### config.mk
export PLATFORM = sky130hd
export DESIGN_NAME = cpu_top
export DESIGN_NICKNAME = d
export VERILOG_FILES = /design/src/rtl/cpu_pkg.sv /design/src/rtl/alu.sv /design/src/rtl/cpu_top.sv /design/src/rtl/decode_control.sv /design/src/rtl/fetch_unit.sv /design/src/rtl/memory_access.sv /design/src/rtl/register_file.sv
export SDC_FILE = /design/constraint.sdc
export NUM_CORES = 1
export LEC_CHECK = 0
export ABC_AREA = 0
export BUFFER_PORTS_ARGS = -buffer_cell sky130_fd_sc_hd__buf_2
export CAP_MARGIN = 10
export CORE_UTILIZATION = 44
export CTS_BUF_LIST = sky130_fd_sc_hd__clkbuf_4 sky130_fd_sc_hd__clkbuf_8
export CTS_CLUSTER_DIAMETER = 100
export CTS_CLUSTER_SIZE = 28
export DETAILED_ROUTE_END_ITERATION = 12
export GPL_TIMING_DRIVEN = 0
export PLACE_DENSITY = 0.89
export SYNTH_ARGS = -nofsm -noshare
export SYNTH_HDL_FRONTEND = slang
export SYNTH_SLANG_ARGS = --single-unit
### constraint.sdc
create_clock -name clk -period 1.9 [get_ports clk]
set_input_delay 0.285 -clock clk [delete_from_list [all_inputs] [get_ports clk]]
set_output_delay 0.285 -clock clk [all_outputs]
set_load 0.005 [all_outputs]
### src/rtl/program.hex
// One RV32I instruction word per line, loaded from byte address 0.
00000093 // 0:  addi x1, x0, 0
00A00113 // 4:  addi x2, x0, 10
00010863 // 8:  beq  x2, x0, +16
002080B3 // 12: add  x1, x1, x2
FFF10113 // 16: addi x2, x2, -1
FE000AE3 // 20: beq  x0, x0, -12
04102023 // 24: sw   x1, 64(x0)
04002183 // 28: lw   x3, 64(x0)
40118233 // 32: sub  x4, x3, x1
003222B3 // 36: slt  x5, x4, x3
0051E333 // 40: or   x6, x3, x5
00500013 // 44: addi x0, x0, 5
00000063 // 48: beq  x0, x0, 0

### src/rtl/cpu_pkg.sv
package cpu_pkg;

    localparam int XLEN = 32;

    typedef logic [XLEN-1:0] word_t;
    typedef logic [4:0]      reg_addr_t;
    typedef logic [6:0]      opcode_t;
    typedef logic [2:0]      alu_op_t;

    localparam opcode_t OP_RTYPE  = 7'b0110011;
    localparam opcode_t OP_ITYPE  = 7'b0010011;
    localparam opcode_t OP_LOAD   = 7'b0000011;
    localparam opcode_t OP_STORE  = 7'b0100011;
    localparam opcode_t OP_BRANCH = 7'b1100011;

    localparam alu_op_t ALU_ADD = 3'd0;
    localparam alu_op_t ALU_SUB = 3'd1;
    localparam alu_op_t ALU_AND = 3'd2;
    localparam alu_op_t ALU_OR  = 3'd3;
    localparam alu_op_t ALU_SLT = 3'd4;

    localparam int IMEM_WORDS  = 64;
    localparam int DMEM_WORDS  = 64;
    localparam int IMEM_ADDR_W = $clog2(IMEM_WORDS);
    localparam int DMEM_ADDR_W = $clog2(DMEM_WORDS);

    typedef struct packed {
        word_t pc;
        word_t inst;
    } fetch_t;

    typedef struct packed {
        logic    alu_src;    // Second operand comes from the immediate.
        logic    mem_to_reg;
        logic    reg_write;
        logic    mem_write;
        logic    branch;
        alu_op_t alu_op;
    } ctrl_t;

    typedef struct packed {
        logic      valid;
        word_t     pc;
        reg_addr_t rd;
        logic      rd_we;
        word_t     rd_data;
        logic      store;
        word_t     mem_addr;
        word_t     mem_data;
    } retire_t;

endpackage

### src/rtl/alu.sv
`timescale 1ns/1ns

module alu (
    input  cpu_pkg::word_t  a,
    input  cpu_pkg::word_t  b,
    input  cpu_pkg::word_t  imm,
    input  logic            alu_src,
    input  cpu_pkg::alu_op_t alu_op,
    output cpu_pkg::word_t  result,
    output logic            zero
);
    import cpu_pkg::*;

    word_t operand;

    assign operand = alu_src ? imm : b;

    always_comb begin
        case (alu_op)
            ALU_ADD: result = a + operand;
            ALU_SUB: result = a - operand;
            ALU_AND: result = a & operand;
            ALU_OR:  result = a | operand;
            ALU_SLT: result = {{(XLEN-1){1'b0}}, $signed(a) < $signed(operand)};
            default: result = '0;
        endcase
        zero = (result == '0);
        // beq relies on zero meaning the two operands are equal.
        if (alu_op == ALU_SUB) begin
            assert (zero == (a == operand))
                else $error("alu: zero flag disagrees with operand equality");
        end
    end

endmodule

### src/rtl/cpu_top.sv
`timescale 1ns/1ns

module cpu_top (
    input  logic              clk,
    input  logic              rst_n,
    output cpu_pkg::retire_t  retire
);
    import cpu_pkg::*;

    fetch_t    fetch;
    ctrl_t     ctrl;
    word_t     imm;
    word_t     rs1_data;
    word_t     rs2_data;
    word_t     alu_result;
    word_t     wb_data;
    reg_addr_t rs1;
    reg_addr_t rs2;
    reg_addr_t rd;
    logic      zero;
    logic      branch_taken;

    fetch_unit u_fetch (
        .clk          (clk),
        .rst_n        (rst_n),
        .branch_taken (branch_taken),
        .imm          (imm),
        .fetch        (fetch)
    );

    decode_control u_decode (
        .inst         (fetch.inst),
        .zero         (zero),
        .ctrl         (ctrl),
        .imm          (imm),
        .rs1          (rs1),
        .rs2          (rs2),
        .rd           (rd),
        .branch_taken (branch_taken)
    );

    register_file u_regs (
        .clk          (clk),
        .rst_n        (rst_n),
        .rs1          (rs1),
        .rs2          (rs2),
        .rd           (rd),
        .reg_write    (ctrl.reg_write),
        .wb_data      (wb_data),
        .rs1_data     (rs1_data),
        .rs2_data     (rs2_data)
    );

    alu u_alu (
        .a            (rs1_data),
        .b            (rs2_data),
        .imm          (imm),
        .alu_src      (ctrl.alu_src),
        .alu_op       (ctrl.alu_op),
        .result       (alu_result),
        .zero         (zero)
    );

    memory_access u_mem (
        .clk          (clk),
        .rst_n        (rst_n),
        .fetch        (fetch),
        .ctrl         (ctrl),
        .rd           (rd),
        .alu_result   (alu_result),
        .store_data   (rs2_data),
        .wb_data      (wb_data),
        .retire       (retire)
    );

endmodule

### src/rtl/decode_control.sv
`timescale 1ns/1ns

module decode_control (
    input  cpu_pkg::word_t     inst,
    input  logic               zero,
    output cpu_pkg::ctrl_t     ctrl,
    output cpu_pkg::word_t     imm,
    output cpu_pkg::reg_addr_t rs1,
    output cpu_pkg::reg_addr_t rs2,
    output cpu_pkg::reg_addr_t rd,
    output logic               branch_taken
);
    import cpu_pkg::*;

    opcode_t    opcode;
    logic [2:0] funct3;

    // R and I types share the funct3 encoding, only sub needs funct7.
    function automatic alu_op_t funct_to_alu(input logic [2:0] f3, input logic sub);
        case (f3)
            3'b000:  return sub ? ALU_SUB : ALU_ADD;
            3'b010:  return ALU_SLT;
            3'b110:  return ALU_OR;
            3'b111:  return ALU_AND;
            default: return ALU_ADD;
        endcase
    endfunction

    assign opcode = inst[6:0];
    assign funct3 = inst[14:12];
    assign rs1    = inst[19:15];
    assign rs2    = inst[24:20];
    assign rd     = inst[11:7];

    always_comb begin
        ctrl        = '0;                   // Unknown opcodes retire as no-ops.
        ctrl.alu_op = ALU_ADD;
        case (opcode)
            OP_RTYPE: begin
                ctrl.reg_write = 1'b1;
                ctrl.alu_op    = funct_to_alu(funct3, inst[30]);
            end
            OP_ITYPE: begin
                ctrl.alu_src   = 1'b1;
                ctrl.reg_write = 1'b1;
                ctrl.alu_op    = funct_to_alu(funct3, 1'b0);
            end
            OP_LOAD: begin
                ctrl.alu_src    = 1'b1;
                ctrl.mem_to_reg = 1'b1;
                ctrl.reg_write  = 1'b1;
            end
            OP_STORE: begin
                ctrl.alu_src   = 1'b1;
                ctrl.mem_write = 1'b1;
            end
            OP_BRANCH: begin
                ctrl.branch = 1'b1;
                ctrl.alu_op = ALU_SUB;      // beq compares by subtraction.
            end
            default: begin
                ctrl = '0;
            end
        endcase
    end

    always_comb begin
        case (opcode)
            OP_ITYPE, OP_LOAD: imm = {{20{inst[31]}}, inst[31:20]};
            OP_STORE:          imm = {{20{inst[31]}}, inst[31:25], inst[11:7]};
            OP_BRANCH:         imm = {{19{inst[31]}}, inst[31], inst[7],
                                      inst[30:25], inst[11:8], 1'b0};
            default:           imm = '0;
        endcase
    end

    assign branch_taken = ctrl.branch & zero;

endmodule

### src/rtl/fetch_unit.sv
`timescale 1ns/1ns

module fetch_unit (
    input  logic            clk,
    input  logic            rst_n,
    input  logic            branch_taken,
    input  cpu_pkg::word_t  imm,
    output cpu_pkg::fetch_t fetch
);
    import cpu_pkg::*;

    word_t pc;
    word_t pc_next;
    word_t imem [IMEM_WORDS];

    initial begin
        $readmemh("/design/src/rtl/program.hex", imem); // Path is relative to the project root.
    end

    always_comb begin
        if (branch_taken) begin
            pc_next = pc + imm;             // Branch target from the B immediate.
        end else begin
            pc_next = pc + word_t'(4);
        end
    end

    always_ff @(posedge clk or negedge rst_n) begin
        if (!rst_n) begin
            pc <= '0;
        end else begin
            pc <= pc_next;
        end
    end

    always_comb begin
        fetch.pc   = pc;
        fetch.inst = imem[pc[IMEM_ADDR_W+1:2]];
    end

    // The program must never run off the end of the ROM or land between words.
    pc_in_imem: assert property (
        @(posedge clk) disable iff (!rst_n)
        (pc[1:0] == 2'b00) && (pc < word_t'(IMEM_WORDS * 4))
    ) else $error("fetch_unit: pc %h outside instruction memory", pc);

endmodule

### src/rtl/memory_access.sv
`timescale 1ns/1ns

module memory_access (
    input  logic               clk,
    input  logic               rst_n,
    input  cpu_pkg::fetch_t    fetch,
    input  cpu_pkg::ctrl_t     ctrl,
    input  cpu_pkg::reg_addr_t rd,
    input  cpu_pkg::word_t     alu_result,
    input  cpu_pkg::word_t     store_data,
    output cpu_pkg::word_t     wb_data,
    output cpu_pkg::retire_t   retire
);
    import cpu_pkg::*;

    word_t                  dmem [DMEM_WORDS];
    logic [DMEM_ADDR_W-1:0] word_idx;

    assign word_idx = alu_result[DMEM_ADDR_W+1:2];

    always_ff @(posedge clk or negedge rst_n) begin
        if (!rst_n) begin
            for (int i = 0; i < DMEM_WORDS; i++) begin
                dmem[i] <= '0;
            end
        end else if (ctrl.mem_write) begin
            dmem[word_idx] <= store_data;
        end
    end

    assign wb_data = ctrl.mem_to_reg ? dmem[word_idx] : alu_result;

    always_comb begin
        retire.valid    = rst_n;            // One instruction retires per cycle out of reset.
        retire.pc       = fetch.pc;
        retire.rd       = rd;
        retire.rd_we    = rst_n & ctrl.reg_write & (rd != '0);
        retire.rd_data  = wb_data;
        retire.store    = rst_n & ctrl.mem_write;
        retire.mem_addr = alu_result;
        retire.mem_data = store_data;
    end

    dmem_addr_ok: assert property (
        @(posedge clk) disable iff (!rst_n)
        (ctrl.mem_write || ctrl.mem_to_reg) |->
            (alu_result[1:0] == 2'b00) && (alu_result < word_t'(DMEM_WORDS * 4))
    ) else $error("memory_access: bad data address %h at pc %h", alu_result, fetch.pc);

endmodule

### src/rtl/register_file.sv
`timescale 1ns/1ns

module register_file (
    input  logic               clk,
    input  logic               rst_n,
    input  cpu_pkg::reg_addr_t rs1,
    input  cpu_pkg::reg_addr_t rs2,
    input  cpu_pkg::reg_addr_t rd,
    input  logic               reg_write,
    input  cpu_pkg::word_t     wb_data,
    output cpu_pkg::word_t     rs1_data,
    output cpu_pkg::word_t     rs2_data
);
    import cpu_pkg::*;

    word_t regs [32];

    always_ff @(posedge clk or negedge rst_n) begin
        if (!rst_n) begin
            for (int i = 0; i < 32; i++) begin
                regs[i] <= '0;
            end
        end else if (reg_write && rd != '0) begin
            regs[rd] <= wb_data;            // x0 is never written.
        end
    end

    assign rs1_data = regs[rs1];
    assign rs2_data = regs[rs2];

    // No instruction stream may ever leave a value in x0.
    x0_reads_zero: assert property (
        @(posedge clk) disable iff (!rst_n)
        ((rs1 == '0) |-> (rs1_data == '0)) and ((rs2 == '0) |-> (rs2_data == '0))
    ) else $error("register_file: x0 read back nonzero");

endmodule

==> results.tsv, run 1 <==
stage	metric	value	unit
status	outcome	finished with violations	
status	failing checks	DRC	
routing	vias post-DR	1476	
setup_path	family with the most delay on the worst path	simple AND/OR/NAND/NOR gates	
final_layout	final instance area	2830	um2
sta	Setup violations, final	0	
final_layout	Largest Register	u_fetch.pc	
yosys	number of distinct library cells after synthesis	21	
routing	routed len/inst	8.50	um
clock_tree	htree depth	2	
floorplan	DIE HEIGHT	71.3	um
pwr	P_leak	1.76	nW
yosys	Simple-Gate Fraction of Synth Area	0.142	
setup_path	crit-path cells	and4_1, nor4b_4, nand4_1, xnor2_1	
global_routing	overall routing resource usage	0.134	
final_layout	Layout area overhead	33.8	%
pwr	sequential share of power	0.470	
pwr	Pwr Density	480	nW/um2
clock_tree	Root Driver	clkbuf_8	
final_layout	final core occ	0.633	
sta	Slew @ Worst Pin	676	ps
clock_tree	CTS sink count	30	
final_layout	top flop regs	u_fetch.pc (30)	
yosys	multiplexer share of the synthesized area	0	
sta	final worst path period need	1660	ps
clock_tree	Num CTS Buffers	5	
global_routing	initial antenna violation count	0	
sta	final setup margin	245	ps
routing	antenna-violating nets left	0	
setup_path	Worst path slowest cell	nor4b_4	
routing	Vias/cell	3.59	
floorplan	CORE AREA	4470	um2
yosys	largest family of logic cells by synthesized area	buffers and inverters	
global_routing	vias in the first global route	1199	
floorplan	Die Wd	71.3	um
yosys	synthesized flop and latch total	30	
clock_tree	hold buffer count at cts	0	
yosys	Syn Area/Cell	9.89	um2
setup_path	CP Data Required Time	2060	ps
sta	Final Hold Viols	0	
global_routing	global-route wire length before repair	5310	um
pwr	Logic pwr share	0.169	
clock_tree	PostCTS Resize Cnt	0	
yosys	Warnings, synthesis	0	
pwr	Pint	1.06	mW
sta	clk_skew	5.15	ps
routing	Residual DRC	9	
routing	DRT Pass-1 Iters	8	
clock_tree	CTS tree	done	
routing	Iter 0 DRT Violations	70	
global_routing	grt ovf	0	
flow_run	Max-Cap Viols	0	
floorplan	Die Area	5090	um2
yosys	post-synthesis compound-gate area fraction	0	
final_layout	diode count	0	
pwr	Sw Ratio	0.222	
yosys	post-synthesis cell count	214	
clock_tree	post-CTS setup buffer count	0	
setup_path	peak per-stage delay on the critical path	500	ps
sta	f_max	0.604	GHz
place	DP Area	2730	um2
routing	DRT Wirelength	3490	um
yosys	Post-Synth XOR/XNOR Area	0.116	
setup_path	Critical Path Start Type	flip-flop	
clock_tree	Worst-Skew Late Latency	270	ps
yosys	Adder-Cell Fraction of Synth Area	0.00591	
floorplan	I/O pin total	138	
sta	relative slew slack	0.550	
yosys	Cell Area, Synth	2120	um2
setup_path	CP Class	reg -> reg	
clock_tree	Clock transition at path regs	60	ps
setup_path	worst-path fanout max	9	
yosys	sequential element share of the synthesized area	0.355	
clock_tree	CTS max path bufs	2	
sta	setup_tns	0	ps
final_layout	share of cells above drive strength 1	0.426	
setup_path	CP arrival	1820	ps
place	gpl congestion	0.775	
place	placed cells	402	
place	Place WS	65.3	ps
setup_path	Setup crit end kind	flip-flop	
place	IO Port Bufs	32	
min_path	Hold Crit Class	in -> async	
sta	crit share post-route	0.871	
pwr	sw power	0.302	mW
final_layout	Largest register FFs	30	
pwr	maximum vdd drop	0.228	mV
floorplan	Initial Utilization	0.473	
sta	RSZ-0062 raised after global routing	false	
pwr	clock share of power	0.361	
setup_path	WP buf/inv	0	
final_layout	# nets final	362	
final_layout	Finished Layout Cells	411	
global_routing	largest net degree at the start of global routing	32	
floorplan	Core Rows	24	
sta	Slew Limit Fails	0	
-- power groups by stage --
stage	clock network, mW	registers [mW]	logic (mW)
3_5_place_dp	0	0.651	0.218
4_1_cts	0.511	0.639	0.218
3_3_place_gp	0	0.651	0.218
2_1_floorplan	0	0.651	0.203
6_report	0.491	0.639	0.229
5_1_grt	0.540	0.638	0.254
-- cell families after synthesis --
logic type,after synthesis
simple gates,46
buf+inv,108
other cells,1
fa+ha+maj,1
flops,30
xor+xnor,28
-- metrics by stage --
stage               hold slack, ps  total power, mW
floorplan                    -10.6            0.854
global placement               347            0.868
detailed placement             356            0.869
CTS                           59.8             1.37
global route                   101             1.43
finish                        46.8             1.36
-- layer usage --
metal,up-vias,routed length (um),track usage,part of all wire
li1,767,-,-,-
met1,634,1350,0.153,0.39
met2,75,1790,0.239,0.51
met3,0,350,0.0492,0.10
met4,0,0,0.0267,0
met5,-,0,0,0
-- area by class of cell --
type                       instances  area, um2
clock buffer                       7       83.8
inverter                           2       7.51
timing repair buffer              34        175
tap                               52       65.1
buffer                           106        796
fill                             396       1640
multi-input combinational        180        952
sequential                        30        751
-- cells in the mapped netlist --
master,instances,share of area
buf_4,106,0.38
dfrtp_1,30,0.35
xnor2_1,24,0.099
nand4_1,10,0.030
nand2_1,9,0.016
nand3_1,9,0.021
nor2_1,5,0.0089
xor2_1,4,0.017
and3_1,3,0.0089
and4_1,2,0.0083
nand3_2,2,0.0095
and2_1,1,0.0030
conb_1,1,0.0018
ha_1,1,0.0059
inv_1,1,0.0018
inv_2,1,0.0018
nand2b_1,1,0.0030
nand4_4,1,0.010
nor3_1,1,0.0024
nor4_4,1,0.010
nor4b_4,1,0.011
-- worst reg2reg max path: stages (launching register included) --
cell,delay [ps]
dfrtp_1,420
and4_1,290
nor4b_4,500
nand4_1,180
xnor2_1,160
-- worst paths after layout --
kind	from	to	slack [ps]	cells past startpoint
hold reg to reg	u_fetch.pc[31]	u_fetch.pc[31]	470	1
min in group clk	u_fetch.pc[31]	u_fetch.pc[31]	470	1
setup reg to reg	u_fetch.pc[4]	u_fetch.pc[31]	240	4
max in group asynchronous	rst_n	u_fetch.pc[14]	1410	1
setup / recovery	u_fetch.pc[4]	u_fetch.pc[31]	240	4
hold / removal	rst_n	u_fetch.pc[2]	50	1
-- layout by cell type, fill, tap and decap left out --
cell type	synthesis	layout
inv_2	1	1
nand3_1	9	9
nor4_4	1	1
xnor2_1	24	24
nand3_2	2	2
clkbuf_8	0	5
and2_1	1	1
nand2b_1	1	1
buf_2	0	32
and3_1	3	3
buf_4	106	108
nor4b_4	1	1
ha_1	1	1
nand4_4	1	1
nor2_1	5	5
xor2_1	4	4
inv_1	1	1
nor3_1	1	1
nand4_1	10	10
conb_1	1	105
clkbuf_4	0	2
nand2_1	9	9
and4_1	2	2
dfrtp_1	30	30
Power figures use the tool's default switching activity.
==> run 2, diff against run 1 <==
- CORE_ASPECT_RATIO: unset -> 0.6
- CORE_UTILIZATION: 44 -> 40
- PLACE_DENSITY: 0.89 -> 0.86
- clock period: 1.9 -> 1.5 ns (I/O delays scaled with it)
==> run 2 against run 1 <==
Setup slack got worse by 220 ps. Clock skew is 1.9 ps lower. Highest routed layer unchanged. Via count increased by 4.8%. Worst hold slack worse by 59 ps. Critical path type unchanged. Sequential cell count is the same. Clock power rose by 30%. Power rose by 28%. Cell count is 5.6% higher. Maximum frequency increased by 12%. Largest power group unchanged. Sequential share of layout area shrank 1.1 points. The flow finishes with violations (hold timing). Clock-buffer cell count unchanged. Die area grew 9.9%.
==> results.tsv, run 2 (same netlist as run 1, synthesis figures left out) <==
stage	metric	value	unit	change
final_layout	commonest cells after routing, fill and taps aside	buf_4 (114), conb_1 (105), buf_2 (32)		
floorplan	Die Area	5590	um2	+9.9%
setup_path	CP Data Required Time	1660	ps	-400 ps
clock_tree	Num CTS Buffers	5		unchanged
setup_path	peak per-stage delay on the critical path	370	ps	-130 ps
final_layout	storage element area	758	um2	+1.0%
clock_tree	Clock transition at path regs	60	ps	about the same
final_layout	area of the multi-input gates	1010	um2	+5.6%
routing	Iter 0 DRT Violations	25		-64%
global_routing	largest net degree at the start of global routing	32		unchanged
routing	vias post-DR	1547		+4.8%
final_layout	commonest non-fill, non-tap cell in the layout	buf_4		
global_routing	global-route wire length before repair	6010	um	+13%
routing	antenna-violating nets left	0		unchanged
status	failing checks	hold timing		
floorplan	Initial Utilization	0.417		-0.0564
setup_path	family with the most delay on the worst path	simple AND/OR/NAND/NOR gates		
final_layout	Largest register FFs	30		unchanged
final_layout	share of cells above drive strength 1	0.473		+0.0466
setup_path	WP buf/inv	2		+2
routing	routed len/inst	9.17	um	+7.9%
setup_path	Critical Path Start Type	flip-flop		
setup_path	worst-path fanout max	5		-4
final_layout	diode count	0		unchanged
sta	clk_skew	3.22	ps	-1.92 ps
setup_path	Setup crit end kind	flip-flop		
setup_path	CP arrival	1640	ps	-180 ps
clock_tree	Root Driver	clkbuf_8		
floorplan	Die Wd	95.9	um	+34%
floorplan	I/O pin total	138		unchanged
setup_path	CP Class	reg -> reg		
routing	Residual DRC	0		-9
pwr	P_leak	1.82	nW	+3.3%
global_routing	grt ovf	0		unchanged
pwr	Pwr Density	582	nW/um2	+21%
setup_path	crit-path cells	buf_6, and4_4, nor4b_4, buf_4, nand4_1, xnor2_1		
flow_run	Max-Cap Viols	0		unchanged
sta	final worst path period need	1480	ps	-175 ps
global_routing	initial antenna violation count	0		unchanged
clock_tree	CTS max path bufs	2		unchanged
clock_tree	Worst-Skew Late Latency	270	ps	about the same
sta	hold slack	-12.5	ps	-59.2 ps
sta	relative slew slack	0.536		-0.0140
final_layout	Layout area overhead	41.2	%	
sta	f_max	0.676	GHz	+12%
place	placed cells	416		+3.5%
sta	Setup violations, final	0		unchanged
final_layout	Finished Layout Cells	434		+5.6%
final_layout	Largest Register	u_fetch.pc		
final_layout	top flop regs	u_fetch.pc (30)		
pwr	Pwr Total	1.74	mW	+28%
sta	Final Hold Viols	7		+7
setup_path	Worst path slowest cell	dfrtp_1		
floorplan	CORE AREA	5080	um2	+14%
routing	DRT Pass-1 Iters	4		-4
final_layout	Fillers	449		+13%
clock_tree	CTS tree	done		
global_routing	vias in the first global route	1266		+5.6%
routing	Vias/cell	3.56		-0.74%
global_routing	overall routing resource usage	0.143		+0.00916
place	gpl congestion	0.722		-6.8%
clock_tree	CTS sink count	30		unchanged
status	outcome	finished with violations		
min_path	Hold Crit Class	in -> async		
pwr	maximum vdd drop	0.294	mV	+29%
place	IO Port Bufs	32		unchanged
final_layout	# nets final	371		+2.5%
sta	Slew @ Worst Pin	697	ps	+21.0 ps
place	Detailed Place HPWL	2950	um	
floorplan	Core Rows	20		-17%
floorplan	DIE HEIGHT	58.3	um	-18%
clock_tree	htree depth	2		unchanged
routing	DRT Wirelength	3980	um	+14%
sta	RSZ-0062 raised after global routing	true		
sta	crit share post-route	0.987		+0.115
sta	Slew Limit Fails	0		unchanged
[run 2: cell types whose count changed in the layout (fill, tap and decap cells not counted), sizes merged]
cell / delta
buf: +9
[run 2: worst paths after layout]
path                                 from  slack [ps]  depth (start not counted)        endpoint
max                         u_fetch.pc[3]          20                          6  u_fetch.pc[17]
min                                 rst_n         -10                          1   u_fetch.pc[2]
max reg2reg                 u_fetch.pc[3]          20                          6  u_fetch.pc[17]
min reg2reg                u_fetch.pc[31]         460                          1  u_fetch.pc[31]
max in group asynchronous           rst_n        1010                          1  u_fetch.pc[11]
min in group clk           u_fetch.pc[31]         460                          1  u_fetch.pc[31]
[run 2: per-layer routing]
layer | global-route usage | routed length, um | share of wire | vias to the layer above
met5 | 0 | 0 | 0 | -
met4 | 0.0235 | 0 | 0 | 0
met3 | 0.0478 | 207 | 0.052 | 0
met2 | 0.235 | 1980 | 0.50 | 48
met1 | 0.188 | 1800 | 0.45 | 713
li1 | - | - | - | 786
[run 2: stage by stage]
step / utilization / setup slack [ps] / TNS (ps) / instance area, um2
finish: 0.588 / 20.1 / 0 / 2990
global route: 0.588 / -99.5 / -941 / 2990
CTS: 0.574 / -37.1 / -241 / 2910
detailed placement: 0.541 / -268 / -3560 / 2750
global placement: 0.541 / -220 / -3040 / 2750
floorplan: - / 19.8 / 0 / 2510
[run 2: layout make-up]
class | count | share of cell area
buffer | 106 | 0.266
clock buffer | 7 | 0.0281
inverter | 2 | 0.00251
multi-input combinational | 180 | 0.337
sequential | 30 | 0.254
tap | 66 | 0.0276
timing repair buffer | 43 | 0.0850
[run 2: repair_timing]
action	CTS	global route
endpoints found under the setup margin	18	18
setup buffers	6	4
hold buffers	0	0
pin swaps	3	6
resized for setup	6	14
cloned	1	0
[run 2: where the power goes]
group	leakage (nW)	internal, mW	switching [mW]	total (mW)
clock network	0.0452	0.355	0.284	0.639
registers	0.395	0.809	0	0.809
logic	1.38	0.174	0.116	0.290
total	1.82	1.34	0.400	1.74
==> run 3, diff against run 2 <==
- GPL_TIMING_DRIVEN: 0 -> 1
==> run 3 against run 2 <==
The flow now finishes without violations. Critical path depth fell by 1. Cell count fell by 22%. Global-route usage fell by 2.0 points. Setup slack improved by 39 ps. Clock skew rose by 1.7 ps. Clock power fell by 1%. Maximum frequency rose by 2.7%. Register-to-register slack improved by 40 ps. Critical endpoint unchanged. Largest cell class is now multi-input combinational cells.
==> results.tsv, run 3 (same netlist as run 1, synthesis figures left out) <==
stage	metric	value	unit	change
status	outcome	finished clean		
final_layout	Largest register FFs	30		unchanged
floorplan	Die Wd	95.9	um	unchanged
setup_path	CP Data Required Time	1660	ps	about the same
setup_path	CP arrival	1600	ps	-40 ps
final_layout	top flop regs	u_fetch.pc (30)		
clock_tree	CTS tree	done		
setup_path	Setup crit end kind	flip-flop		
global_routing	overall routing resource usage	0.123		-0.0200
floorplan	Initial Utilization	0.417		unchanged
place	Detailed Place HPWL	2570	um	-13%
setup_path	worst-path fanout max	9		+4
routing	antenna-violating nets left	0		unchanged
global_routing	largest net degree at the start of global routing	31		-3.1%
final_layout	commonest non-fill, non-tap cell in the layout	conb_1		
setup_path	worst r2r src	u_fetch.pc[3]		
floorplan	Core Rows	20		unchanged
min_path	hold path depth	1		
global_routing	vias in the first global route	1051		-17%
final_layout	# nets final	274		-26%
setup_path	CP Launch Point	u_fetch.pc[3]		
pwr	maximum vdd drop	0.277	mV	-5.7%
setup_path	CP Class	reg -> reg		
place	IO Port Bufs	32		unchanged
sta	Setup violations, final	0		unchanged
final_layout	storage element area	752	um2	-0.83%
sta	crit share post-route	0.960		-0.0263
final_layout	diode count	0		unchanged
sta	setup_tns	0	ps	unchanged
global_routing	global-route wire length before repair	4970	um	-17%
routing	routed len/inst	10.1	um	+9.9%
routing	vias post-DR	1264		-18%
floorplan	Die Area	5590	um2	unchanged
sta	Slew Limit Fails	0		unchanged
setup_path	Setup crit end	u_fetch.pc[17]		
sta	f_max	0.694	GHz	+2.7%
routing	Residual DRC	0		unchanged
pwr	P_leak	1.27	nW	-30%
flow_run	Max-Cap Viols	0		unchanged
global_routing	initial antenna violation count	0		unchanged
floorplan	DIE HEIGHT	58.3	um	unchanged
final_layout	Fillers	521		+16%
clock_tree	Num CTS Buffers	5		unchanged
floorplan	CORE AREA	5080	um2	unchanged
clock_tree	CTS sink count	30		unchanged
global_routing	grt ovf	0		unchanged
sta	clk_skew	4.92	ps	+1.69 ps
final_layout	Layout area overhead	4.73	%	
setup_path	Reg2Reg Setup Slack	60	ps	+40 ps
sta	Final Hold Viols	0		-7
final_layout	Largest Register	u_fetch.pc		
floorplan	I/O pin total	138		unchanged
clock_tree	Clock transition at path regs	60	ps	about the same
setup_path	r2r worst-path depth	5		-1
final_layout	share of cells above drive strength 1	0.244		-0.229
pwr	Pwr Total	1.52	mW	-12%
routing	DRT Pass-1 Iters	4		unchanged
final_layout	area of the multi-input gates	972	um2	-3.4%
place	gpl congestion	0.788		+9.1%
routing	DRT Wirelength	3400	um	-15%
setup_path	r2r endpoint	u_fetch.pc[17]		
clock_tree	Root Driver	clkbuf_8		
sta	hold slack	469	ps	+482 ps
sta	RSZ-0062 raised after global routing	true		
clock_tree	Worst-Skew Late Latency	280	ps	about the same
clock_tree	CTS max path bufs	2		unchanged
min_path	Hold Crit Class	reg -> reg		
clock_tree	htree depth	2		unchanged
pwr	Pwr Density	688	nW/um2	+18%
final_layout	commonest cells after routing, fill and taps aside	conb_1 (105), buf_2 (33), dfrtp_1 (29)		
routing	Vias/cell	3.75		+5.2%
routing	Iter 0 DRT Violations	34		+36%
sta	final worst path period need	1440	ps	-39.4 ps
setup_path	Critical Path Start Type	flip-flop		
==> run 3: changes by cell type in the layout (fill, tap and decap cells not counted), sizes merged <==
cell	change
buf	-98
dlygate4sd3	+1
==> run 3: worst min-delay path by stage <==
| stage | start | endpoint | slack (ps) |
|---|---|---|---|
| final | u_fetch.pc[31] | u_fetch.pc[31] | 470 |
| after global routing | u_fetch.pc[31] | u_fetch.pc[31] | 480 |
| after CTS | u_fetch.pc[31] | u_fetch.pc[31] | 470 |
| after detailed placement | rst_n | u_fetch.pc[5] | 270 |
| after global placement | rst_n | u_fetch.pc[5] | 270 |
| after floorplan | rst_n | u_fetch.pc[10] | -70 |
==> run 3: layout make-up <==
cell class | count | share of cell area
inverter | 2 | 0.00339
multi-input combinational | 180 | 0.439
clock buffer | 7 | 0.0378
timing repair buffer | 52 | 0.143
tap | 66 | 0.0373
sequential | 30 | 0.339
==> run 3: metal layers <==
layer,up-vias,wire (um),global-route usage
met1,617,1550,0.158
met3,4,222,0.0568
met4,0,7,0.0448
met5,-,0,0
li1,597,-,-
met2,46,1620,0.182
==> run 3: what timing repair did <==
| item | CTS | global route |
|---|---|---|
| endpoints found under the setup margin | 4 | 5 |
| hold buffers | 1 | 0 |
| pin swaps | 0 | 1 |
| resized for setup | 2 | 4 |
| hold endpoints to repair | 30 | 0 |
| gates cloned | 0 | 1 |
| setup buffers | 1 | 4 |
==> run 3: metrics by stage <==
step                 util  cells  area (um2)  setup WS (ps)
detailed placement  0.404    323        2050          -40.0
floorplan               -    318        2510           19.8
global route        0.436    337        2220          -8.34
CTS                 0.425    332        2160           29.6
finish              0.436    337        2220           59.6
global placement    0.404    323        2050           85.2
==> run 3: report_power, final <==
part | switching [mW] | total [mW] | internal, mW
sequential | 0 | 0.810 | 0.810
clock | 0.276 | 0.631 | 0.355
combinational | 0.0784 | 0.0836 | 0.00524
total | 0.355 | 1.52 | 1.17
==> run 3: worst max-delay path, cell delays in order, from the launching register on <==
cell and delay, ps:
dfrtp_1 410, and4_1 250, nor4b_4 210, buf_6 170
nand4_1 120, xnor2_1 150
